`src/rtl/udp_cfg.svh`:
```
`ifndef UDP_CFG_SVH
`define UDP_CFG_SVH

// sockets bound to consecutive ports
`define UDP_NUM_SOCK 4

`define UDP_BASE_PORT 1000 // port of socket 0

// payload bytes one socket can hold
`define UDP_SOCK_DEPTH 32

`define UDP_HDR_LEN 8

// IPv4 protocol number for UDP
`define UDP_PROTO 8'd17

`endif

```
`src/rtl/udp_pkg.sv`:
```
`default_nettype none
`include "udp_cfg.svh"

package udp_pkg;

  typedef logic [7:0] byte_t;
  typedef logic [15:0] port_t;
  typedef logic [31:0] ip_addr_t;
  typedef logic [15:0] len_t;
  typedef logic [$clog2(`UDP_NUM_SOCK)-1:0] sock_idx_t;

  // byte stream, also used for the UDP payload and the transmit side
  typedef struct packed {
    byte_t dat;
    logic  val;
    logic  sof;
    logic  eof;
    logic  err;
  } ip_strm_t;

  typedef struct packed {
    ip_addr_t src_ip;
    ip_addr_t dst_ip;
    byte_t    proto;
    len_t     payload_len; // IPv4 payload, UDP header included
  } ip_meta_t;

  typedef struct packed {
    ip_addr_t peer_ip; // sender of the datagram
    port_t    src_port;
    port_t    dst_port;
    len_t     len;     // UDP length field
  } udp_meta_t;

  typedef enum logic [1:0] {
    RX_IDLE,
    RX_HDR,
    RX_DATA,
    RX_SKIP
  } rx_state_t;

  typedef enum logic [1:0] {
    TX_IDLE,
    TX_OFFER,
    TX_HDR,
    TX_DATA
  } tx_state_t;

endpackage

`default_nettype wire

```
`src/rtl/udp_echo_top.sv`:
```
`default_nettype none
`include "udp_cfg.svh"

module udp_echo_top (
  input  logic              clk,
  input  logic              fsm_rst,
  input  udp_pkg::ip_strm_t ip_rx,
  input  udp_pkg::ip_meta_t ip_rx_meta,
  output udp_pkg::ip_strm_t ip_tx,
  output udp_pkg::ip_meta_t ip_tx_meta,
  output logic              ip_tx_rdy,
  input  logic              ip_tx_req
);

  udp_pkg::ip_strm_t pl;   // payload broadcast to all sockets
  udp_pkg::udp_meta_t meta;
  logic [`UDP_NUM_SOCK-1:0] full;
  logic [`UDP_NUM_SOCK-1:0] release_sock;
  udp_pkg::udp_meta_t sock_meta [`UDP_NUM_SOCK];
  udp_pkg::byte_t rd_dat [`UDP_NUM_SOCK];
  udp_pkg::len_t rd_addr;

  udp_rx udp_rx_i (
    .clk        (clk),
    .fsm_rst    (fsm_rst),
    .ip_rx      (ip_rx),
    .ip_rx_meta (ip_rx_meta),
    .pl         (pl),
    .meta       (meta)
  );

  for (genvar i = 0; i < `UDP_NUM_SOCK; i++) begin : g_sock
    udp_sock #(
      .SOCK_IDX (i)
    ) udp_sock_i (
      .clk          (clk),
      .fsm_rst      (fsm_rst),
      .pl           (pl),
      .meta         (meta),
      .full         (full[i]),
      .sock_meta    (sock_meta[i]),
      .rd_addr      (rd_addr),
      .rd_dat       (rd_dat[i]),
      .release_sock (release_sock[i])
    );
  end

  udp_tx udp_tx_i (
    .clk          (clk),
    .fsm_rst      (fsm_rst),
    .full         (full),
    .sock_meta    (sock_meta),
    .rd_addr      (rd_addr),
    .rd_dat       (rd_dat),
    .release_sock (release_sock),
    .ip_tx        (ip_tx),
    .ip_tx_meta   (ip_tx_meta),
    .ip_tx_rdy    (ip_tx_rdy),
    .ip_tx_req    (ip_tx_req)
  );

endmodule

`default_nettype wire

```
`src/rtl/udp_rx.sv`:
```
`default_nettype none
`include "udp_cfg.svh"

module udp_rx (
  input  logic               clk,
  input  logic               fsm_rst,
  input  udp_pkg::ip_strm_t  ip_rx,
  input  udp_pkg::ip_meta_t  ip_rx_meta,
  output udp_pkg::ip_strm_t  pl,
  output udp_pkg::udp_meta_t meta
);

  udp_pkg::rx_state_t state;
  udp_pkg::byte_t [`UDP_HDR_LEN-2:0] hdr; // header bytes, oldest on top
  udp_pkg::len_t byte_cnt;                // index of the current byte
  udp_pkg::len_t byte_nxt;
  logic err_seen;
  logic len_bad;
  logic hdr_last;
  logic fwd;

  assign byte_nxt = byte_cnt + 16'd1;
  assign hdr_last = (byte_cnt == udp_pkg::len_t'(`UDP_HDR_LEN - 1));
  assign fwd      = (state == udp_pkg::RX_DATA) && ip_rx.val;

  // total so far against the UDP length field
  assign len_bad = (byte_nxt != meta.len);

  always_ff @(posedge clk) begin
    if (fsm_rst) begin
      state    <= udp_pkg::RX_IDLE;
      byte_cnt <= '0;
      err_seen <= 1'b0;
    end else begin
      if (ip_rx.val) begin
        byte_cnt <= ip_rx.sof ? 16'd1 : byte_nxt;
      end
      case (state)
        udp_pkg::RX_IDLE: begin
          if (ip_rx.val && ip_rx.sof && !ip_rx.eof) begin
            err_seen <= ip_rx.err;
            state    <= (ip_rx_meta.proto == `UDP_PROTO) ? udp_pkg::RX_HDR : udp_pkg::RX_SKIP;
          end
        end
        udp_pkg::RX_HDR: begin
          if (ip_rx.val) begin
            err_seen <= err_seen | ip_rx.err;
            if (ip_rx.eof) begin
              state <= udp_pkg::RX_IDLE; // runt, nothing forwarded
            end else if (hdr_last) begin
              state <= udp_pkg::RX_DATA;
            end
          end
        end
        udp_pkg::RX_DATA: begin
          if (ip_rx.val) begin
            err_seen <= err_seen | ip_rx.err;
            if (ip_rx.eof) begin
              state <= udp_pkg::RX_IDLE;
            end
          end
        end
        udp_pkg::RX_SKIP: begin
          if (ip_rx.val && ip_rx.eof) begin
            state <= udp_pkg::RX_IDLE;
          end
        end
        default: state <= udp_pkg::RX_IDLE;
      endcase
    end
  end

  // header shift and latch on its last byte
  always_ff @(posedge clk) begin
    if (ip_rx.val) begin
      hdr <= {hdr[`UDP_HDR_LEN-3:0], ip_rx.dat};
    end
    if (state == udp_pkg::RX_HDR && ip_rx.val && hdr_last) begin
      meta.peer_ip  <= ip_rx_meta.src_ip;
      meta.src_port <= {hdr[6], hdr[5]};
      meta.dst_port <= {hdr[4], hdr[3]};
      meta.len      <= {hdr[2], hdr[1]}; // checksum not kept
    end
  end

  always_ff @(posedge clk) begin
    pl.dat <= ip_rx.dat;
    if (fsm_rst) begin
      pl.val <= 1'b0;
      pl.sof <= 1'b0;
      pl.eof <= 1'b0;
      pl.err <= 1'b0;
    end else begin
      pl.val <= fwd;
      pl.sof <= fwd && (byte_cnt == udp_pkg::len_t'(`UDP_HDR_LEN));
      pl.eof <= fwd && ip_rx.eof;
      pl.err <= fwd && ip_rx.eof && (err_seen || ip_rx.err || len_bad);
    end
  end

endmodule

`default_nettype wire

```
`src/rtl/udp_sock.sv`:
```
`default_nettype none
`include "udp_cfg.svh"

module udp_sock #(
  parameter int SOCK_IDX = 0
) (
  input  logic               clk,
  input  logic               fsm_rst,
  input  udp_pkg::ip_strm_t  pl,
  input  udp_pkg::udp_meta_t meta,
  output logic               full,
  output udp_pkg::udp_meta_t sock_meta,
  input  udp_pkg::len_t      rd_addr,
  output udp_pkg::byte_t     rd_dat,
  input  logic               release_sock
);

  localparam int AW = $clog2(`UDP_SOCK_DEPTH);
  localparam udp_pkg::port_t PORT = udp_pkg::port_t'(`UDP_BASE_PORT + SOCK_IDX);
  localparam udp_pkg::len_t MAX_LEN = udp_pkg::len_t'(`UDP_SOCK_DEPTH + `UDP_HDR_LEN);

  udp_pkg::byte_t mem [`UDP_SOCK_DEPTH];
  udp_pkg::len_t wr_ptr; // next free byte
  udp_pkg::len_t wr_addr;
  logic taking;          // datagram in progress is ours
  logic hit;
  logic wr_en;

  // UDP length counts the header too
  assign hit = (meta.dst_port == PORT) && !full && (meta.len <= MAX_LEN);

  assign wr_addr = pl.sof ? '0 : wr_ptr;
  assign wr_en   = pl.val && (pl.sof ? hit : taking);

  always_ff @(posedge clk) begin
    if (fsm_rst) begin
      taking <= 1'b0;
      full   <= 1'b0;
      wr_ptr <= '0;
    end else begin
      if (pl.val && pl.sof) begin
        taking <= hit && !pl.eof;
      end else if (pl.val && pl.eof) begin
        taking <= 1'b0;
      end
      if (wr_en) begin
        wr_ptr <= wr_addr + 16'd1;
      end
      if (release_sock) begin
        full <= 1'b0;
      end else if (wr_en && pl.eof && !pl.err) begin
        full <= 1'b1; // clean datagram committed
      end
    end
  end

  always_ff @(posedge clk) begin
    if (wr_en && (wr_addr < udp_pkg::len_t'(`UDP_SOCK_DEPTH))) begin
      mem[wr_addr[AW-1:0]] <= pl.dat;
    end
    if (pl.val && pl.sof && hit) begin
      sock_meta <= meta;
    end
  end

  assign rd_dat = mem[rd_addr[AW-1:0]];

endmodule

`default_nettype wire

```
`src/rtl/udp_tx.sv`:
```
`default_nettype none
`include "udp_cfg.svh"

module udp_tx (
  input  logic                      clk,
  input  logic                      fsm_rst,
  input  logic [`UDP_NUM_SOCK-1:0]  full,
  input  udp_pkg::udp_meta_t        sock_meta [`UDP_NUM_SOCK],
  output udp_pkg::len_t             rd_addr,
  input  udp_pkg::byte_t            rd_dat [`UDP_NUM_SOCK],
  output logic [`UDP_NUM_SOCK-1:0]  release_sock,
  output udp_pkg::ip_strm_t         ip_tx,
  output udp_pkg::ip_meta_t         ip_tx_meta,
  output logic                      ip_tx_rdy,
  input  logic                      ip_tx_req
);

  udp_pkg::tx_state_t state;
  udp_pkg::sock_idx_t rr_ptr; // first socket to look at
  udp_pkg::sock_idx_t cur;
  udp_pkg::sock_idx_t pick;
  udp_pkg::byte_t [`UDP_HDR_LEN-1:0] hdr_q;
  udp_pkg::len_t cnt;         // bytes already sent
  udp_pkg::len_t udp_len;
  logic [`UDP_NUM_SOCK-1:0] avail;
  logic found;
  logic send;
  logic last;

  // a socket being released still shows full for one cycle
  assign avail = full & ~release_sock;

  always_comb begin
    found = 1'b0;
    pick  = rr_ptr;
    for (int i = 0; i < `UDP_NUM_SOCK; i++) begin
      if (!found && avail[udp_pkg::sock_idx_t'(rr_ptr + i)]) begin
        found = 1'b1;
        pick  = udp_pkg::sock_idx_t'(rr_ptr + i);
      end
    end
  end

  assign send = (state == udp_pkg::TX_OFFER && ip_tx_rdy && ip_tx_req) ||
                (state == udp_pkg::TX_HDR) || (state == udp_pkg::TX_DATA);
  assign last = (cnt == udp_len - 16'd1);
  assign rd_addr = cnt - udp_pkg::len_t'(`UDP_HDR_LEN);

  always_ff @(posedge clk) begin
    if (fsm_rst) begin
      state        <= udp_pkg::TX_IDLE;
      rr_ptr       <= '0;
      cur          <= '0;
      cnt          <= '0;
      ip_tx_rdy    <= 1'b0;
      ip_tx.val    <= 1'b0;
      ip_tx.sof    <= 1'b0;
      ip_tx.eof    <= 1'b0;
      ip_tx.err    <= 1'b0;
      release_sock <= '0;
    end else begin
      ip_tx.sof    <= 1'b0;
      ip_tx.eof    <= 1'b0;
      release_sock <= '0;
      if (send) begin
        ip_tx.dat <= (state == udp_pkg::TX_DATA) ? rd_dat[cur] : hdr_q[`UDP_HDR_LEN-1];
      end
      case (state)
        udp_pkg::TX_IDLE: begin
          ip_tx.val <= 1'b0;
          if (found) begin
            cur   <= pick;
            state <= udp_pkg::TX_OFFER;
          end
        end
        udp_pkg::TX_OFFER: begin
          ip_tx_rdy <= 1'b1;
          if (ip_tx_rdy && ip_tx_req) begin
            ip_tx_rdy <= 1'b0;
            ip_tx.val <= 1'b1;
            ip_tx.sof <= 1'b1;
            cnt       <= 16'd1;
            state     <= udp_pkg::TX_HDR;
          end
        end
        udp_pkg::TX_HDR: begin
          cnt <= cnt + 16'd1;
          if (cnt == udp_pkg::len_t'(`UDP_HDR_LEN - 1)) begin
            state <= udp_pkg::TX_DATA;
          end
        end
        udp_pkg::TX_DATA: begin
          cnt <= cnt + 16'd1;
          if (last) begin
            ip_tx.eof         <= 1'b1;
            release_sock[cur] <= 1'b1;
            rr_ptr            <= udp_pkg::sock_idx_t'(cur + 1'b1);
            state             <= udp_pkg::TX_IDLE;
          end
        end
        default: state <= udp_pkg::TX_IDLE;
      endcase
    end
  end

  // reply header with the ports swapped
  always_ff @(posedge clk) begin
    if (state == udp_pkg::TX_IDLE && found) begin
      hdr_q <= {sock_meta[pick].dst_port, sock_meta[pick].src_port,
                sock_meta[pick].len, 16'h0000};
      udp_len                <= sock_meta[pick].len; // already counts the header
      ip_tx_meta.src_ip      <= '0; // filled in by the IPv4 layer
      ip_tx_meta.dst_ip      <= sock_meta[pick].peer_ip;
      ip_tx_meta.proto       <= `UDP_PROTO;
      ip_tx_meta.payload_len <= sock_meta[pick].len;
    end
    if (send) begin
      hdr_q <= {hdr_q[`UDP_HDR_LEN-2:0], 8'h00};
    end
  end

endmodule

`default_nettype wire

```
`config.mk`:
```
export PLATFORM = sky130hd
export DESIGN_NAME = udp_echo_top
export DESIGN_NICKNAME = d
export VERILOG_FILES = /design/src/rtl/udp_pkg.sv /design/src/rtl/udp_echo_top.sv /design/src/rtl/udp_rx.sv /design/src/rtl/udp_sock.sv /design/src/rtl/udp_tx.sv
export VERILOG_INCLUDE_DIRS = /design/src /design/src/rtl
export SDC_FILE = /design/constraint.sdc
export NUM_CORES = 2
export LEC_CHECK = 0
export ABC_CLOCK_PERIOD_IN_PS = 11800
export BUFFER_PORTS_ARGS = -buffer_cell sky130_fd_sc_hd__buf_2
export CORE_AREA = 4 4 373 375
export CTS_CLUSTER_DIAMETER = 50
export DETAILED_ROUTE_END_ITERATION = 16
export DIE_AREA = 0 0 377 379
export GPL_TIMING_DRIVEN = 0
export PLACE_DENSITY = 0.64
export SETUP_SLACK_MARGIN = 0.3
export SYNTH_ARGS = -nofsm -noshare
export SYNTH_HDL_FRONTEND = slang
export SYNTH_SLANG_ARGS = --single-unit
```
`constraint.sdc`:
```
create_clock -name clk -period 11.8 [get_ports clk]
set_clock_uncertainty 0.2 [all_clocks]
set_input_delay 0.59 -clock clk [delete_from_list [all_inputs] [get_ports clk]]
set_output_delay 0.59 -clock clk [all_outputs]
set_load 0.01 [all_outputs]
```
==> impl_metrics.py <==
metrics = {
    "sta": {
        "final.setup.worst_slack_ns": 6.08,
        "fmax_mhz": 175,
        "max_slew.worst_pin.slew_ns": 1.47,
        "final.period_utilization_pct": 48.5,
        "min_period_ns": 5.72,
        "final_max_slew_viol_count": 11,
        "timing.slew.headroom_pct": -0.588,
        "rsz_0062_raised_after_global_routing": "no",
        "finalHoldViolations": 0,
        "tns_ns": 0,
        "finalSetupViolCount": 0,
    },
    "power": {
        "leakage_uw": 0.0242,
        "swShare_pct": 23.6,
        "powerDensity_nw_per_um2": 173,
        "largest_vdd_supply_drop_mv": 0.153,
        "power.net_switching_uw": 3130,
        "seq_power_share_pct": 50.4,
        "p_comb_share_pct": 9.5,
        "clockPowerShare_pct": 40.1,
        "intPower_uw": 10100,
    },
    "cts": {
        "cts_setup_buffers": 0,
        "tritoncts": "yes",
        "numClockSinks": 1717,
        "cts_max_path_buffers": 3,
        "cts_resized": 0,
        "clk_pin_slew_worst_paths_ns": 0.06,
        "clock_tree.root_cell": "clkbuf_16",
        "clkLatencyLatePin_ns": 0.84,
        "tritoncts.num_buffers": 175,
        "cts_htree_levels": 4,
        "holdBufCountCts": 42,
    },
    "run_status": {
        "violations": "capacitance limit, slew limit",
        "status": "finished with violations",
    },
    "global_route": {
        "grt_pass1_wl_um": 258000,
        "grt-ovfl-total": 0,
        "grt_max_degree": 97,
        "grt_pass1_vias": 36000,
        "number_of_antenna_violations_at_the_first_check_in_global_routing": 4,
        "grtUsageTotal_pct": 25.3,
    },
    "flow_run": {
        "maxCapViolations": 4,
    },
    "placement": {
        "post-dp-hpwl_um": 117000,
        "place_worst_setup_slack_ns": 6.17,
        "routabilityCongestion": 0.861,
        "port-buffer-count": 113,
        "placed_cells": 5826,
    },
    "final_layout": {
        "multiInputGateArea_sq_um": 16300,
        "synthToLayoutAreaGrowth_pct": 13.9,
        "number_of_filler_instances_in_the_final_layout": 10100,
        "post_layout_nonfiller_instances": 6189,
        "seq_area_sq_um": 50300,
        "final_net_count": 4401,
        "layout_cells_sized_above_1_pct": 18.4,
    },
    "worst_setup_path": {
        "setup.worst_path.start_class": "flop",
        "timing.critical_path.required_ns": 12.08,
        "r2r_cells": 8,
        "crit_path_max_fanout": 10,
        "criticalPathCategory": "flop to flop",
        "cp-end-kind": "flop",
        "crit_slowest_cell": "buf_1",
        "cpPeakStageDelay_ns": 1.10,
        "crit_arrival_ns": 6.00,
        "critical_path.cell_chain": "buf_2 > buf_2 > buf_1 > clkbuf_1 > mux4_2 > mux4_2 > o22ai_1 > nor4_1",
    },
    "yosys": {
        "top_cells_by_area_synth": "edfxtp_1 (70%), mux4_2 (10%), dfxtp_1 (3.9%)",
        "synth_top_family_by_area": "multiplexers",
        "synth_largest_area_cell": "edfxtp_1",
        "asyncSetResetFlopFracSynth_pct": 0,
        "synth_xor_xnor_area_share_pct": 1.08,
        "synth-edff-count": 1584,
        "synth_common_cells": "edfxtp_1 (1,584), nand2_1 (327), mux4_2 (311), nor2_1 (292), clkbuf_1 (142)",
        "syn-cell-area_sq_um": 67500,
        "avgSynthCellArea_sq_um": 17.4,
        "synth_compound_area_share_pct": 3.67,
        "area_share_of_the_largest_cell_type_after_synthesis_pct": 70.4,
        "synth_seq_cells": 1717,
        "synth_ff_type": "edfxtp_1",
        "post_synth_num_cell_types": 74,
        "synthMuxAreaShare_pct": 11.0,
        "sequential_element_share_of_the_synthesized_area_pct": 74.4,
        "synth_cells": 3878,
        "synth-warning-count": 0,
        "synth.most_common_cell": "edfxtp_1",
        "synthSimpleGateAreaFrac_pct": 7.40,
        "arithmetic_cell_share_of_the_synthesized_area_counting_full_adders_half_adders_and_majority_gates_pct": 0.630,
    },
    "drt": {
        "drc": 0,
        "drt-wirelength-per-cell_um": 29.1,
        "wl_um": 180000,
        "drt_pass1_iterations": 6,
        "detail-route-antenna-nets": 0,
        "drtIter0Drc": 4989,
        "avgViaCountPerCell": 6.06,
        "vias": 37500,
    },
    "floorplan": {
        "rows": 135,
        "dieArea_sq_um": 143000,
        "core_region_area_sq_um": 135000,
        "die_y_um": 379,
        "die_width_um": 377,
        "floorplan.io_pins": 204,
        "start_util_pct": 49.9,
    },
    "hold_path": {
        "holdCritPathClass": "primary input to flop",
        "min_delay_path_depth": 4,
    },
}
## cell usage in the layout (no fill, tap or decap), drive strengths merged, types with 39 or more instances in the layout
cell	Yosys	final
nand3	50	50
o31ai	43	43
clkbuf	142	357
dlygate4sd3	0	42
and3	65	65
a31oi	42	42
buf	95	223
and2	93	93
mux4	311	311
clkinv	1	79
inv	36	46
a211oi	99	99
dfxtp	133	133
edfxtp	1584	1584
o21ai	55	55
a21oi	70	70
nand2	327	327
nor2	292	292
conb	2	41
mux2i	39	39
xnor2	47	47
## worst paths after layout
path                                 start                         to  slack (ns)
hold reg to reg   udp_tx_i.release_sock[2]  g_sock[2].udp_sock_i.full        0.21
hold / removal                    ip_rx[2]       udp_rx_i.byte_cnt[8]        0.12
setup / recovery           udp_tx_i.cnt[1]          udp_tx_i.ip_tx[5]        6.08
setup reg to reg           udp_tx_i.cnt[1]          udp_tx_i.ip_tx[5]        6.08
## layout make-up
| cell class | instances | share of cell area (%) |
|---|---|---|
| flip-flops and latches | 1717 | 65.3 |
| multi-input cells | 1926 | 21.1 |
| clock buffers | 215 | 5.94 |
| well taps | 1781 | 2.90 |
| repair buffers | 170 | 1.78 |
| plain buffers | 237 | 1.44 |
| clock inverters | 104 | 1.26 |
| inverters | 37 | 0.197 |
| diodes | 2 | 0.00651 |
## registers in the layout, summed over array words and instances, names as in the netlist, 11 cells and up
| name | count |
|---|---|
| g_sock.udp_sock_i.mem | 1024 |
| g_sock.udp_sock_i.sock_meta | 320 |
| udp_rx_i.meta | 80 |
| g_sock.udp_sock_i.wr_ptr | 64 |
| udp_rx_i.hdr | 56 |
| udp_tx_i.hdr_q | 48 |
| udp_tx_i.ip_tx_meta | 32 |
| udp_rx_i.byte_cnt | 16 |
| udp_tx_i.cnt | 16 |
| udp_tx_i.udp_len | 16 |
| udp_rx_i.pl | 12 |
| udp_tx_i.ip_tx | 11 |
## power by group through the flow
| stage | Clock, uW | Sequential, uW | Combinational (uW) |
|---|---|---|---|
| floorplan | 0 | 6810 | 788 |
| global placement | 0 | 6860 | 1200 |
| detailed placement | 0 | 6810 | 1240 |
| CTS | 5380 | 6680 | 1260 |
| global route | 5650 | 6690 | 1310 |
| finish | 5330 | 6690 | 1260 |
## per-stage QoR
| stage | cell area, sq um | util [%] | power [uW] | hold WS (ns) |
|---|---|---|---|---|
| global route | 76900 | 56.8 | 13700 | 0.129 |
| CTS | 76900 | 56.8 | 13300 | 0.0537 |
| global placement | 70500 | 52.1 | 8050 | 0.198 |
| finish | 76900 | 56.8 | 13300 | 0.118 |
| detailed placement | 70900 | 52.4 | 8060 | 0.203 |
| floorplan | 67700 | - | 7600 | 0.192 |
## metal layers
| layer | vias up | routed length (um) | part of all wire (%) | global-route usage (%) |
|---|---|---|---|---|
| met5 | - | 15 | 0.0083 | 0 |
| met4 | 2 | 4600 | 2.6 | 6.54 |
| met3 | 256 | 18500 | 10 | 6.69 |
| met2 | 1866 | 81900 | 45 | 37.8 |
| met1 | 19400 | 75300 | 42 | 37.4 |
| li1 | 16000 | - | - | - |
## kinds of logic (layout without fill, tap and decap cells)
logic type / after synthesis / count (layout)
AND/OR/NAND/NOR: 1043 / 1043
buffers and inverters: 274 / 763
adder cells (fa/ha/maj): 34 / 34
XOR/XNOR: 83 / 83
multiplexers: 354 / 354
flip-flops: 1717 / 1717
AO/OA/AOI/OAI: 371 / 371
other: 2 / 43
## worst max-delay path: cells and delay by family (launching register included)
kind	cells	cell delay [ns]
flops	1	0.44
simple gates	1	0.88
compound gates	1	0.09
mux	2	0.77
buf+inv	4	2.94
No activity file was read; power rests on OpenSTA's default activity.
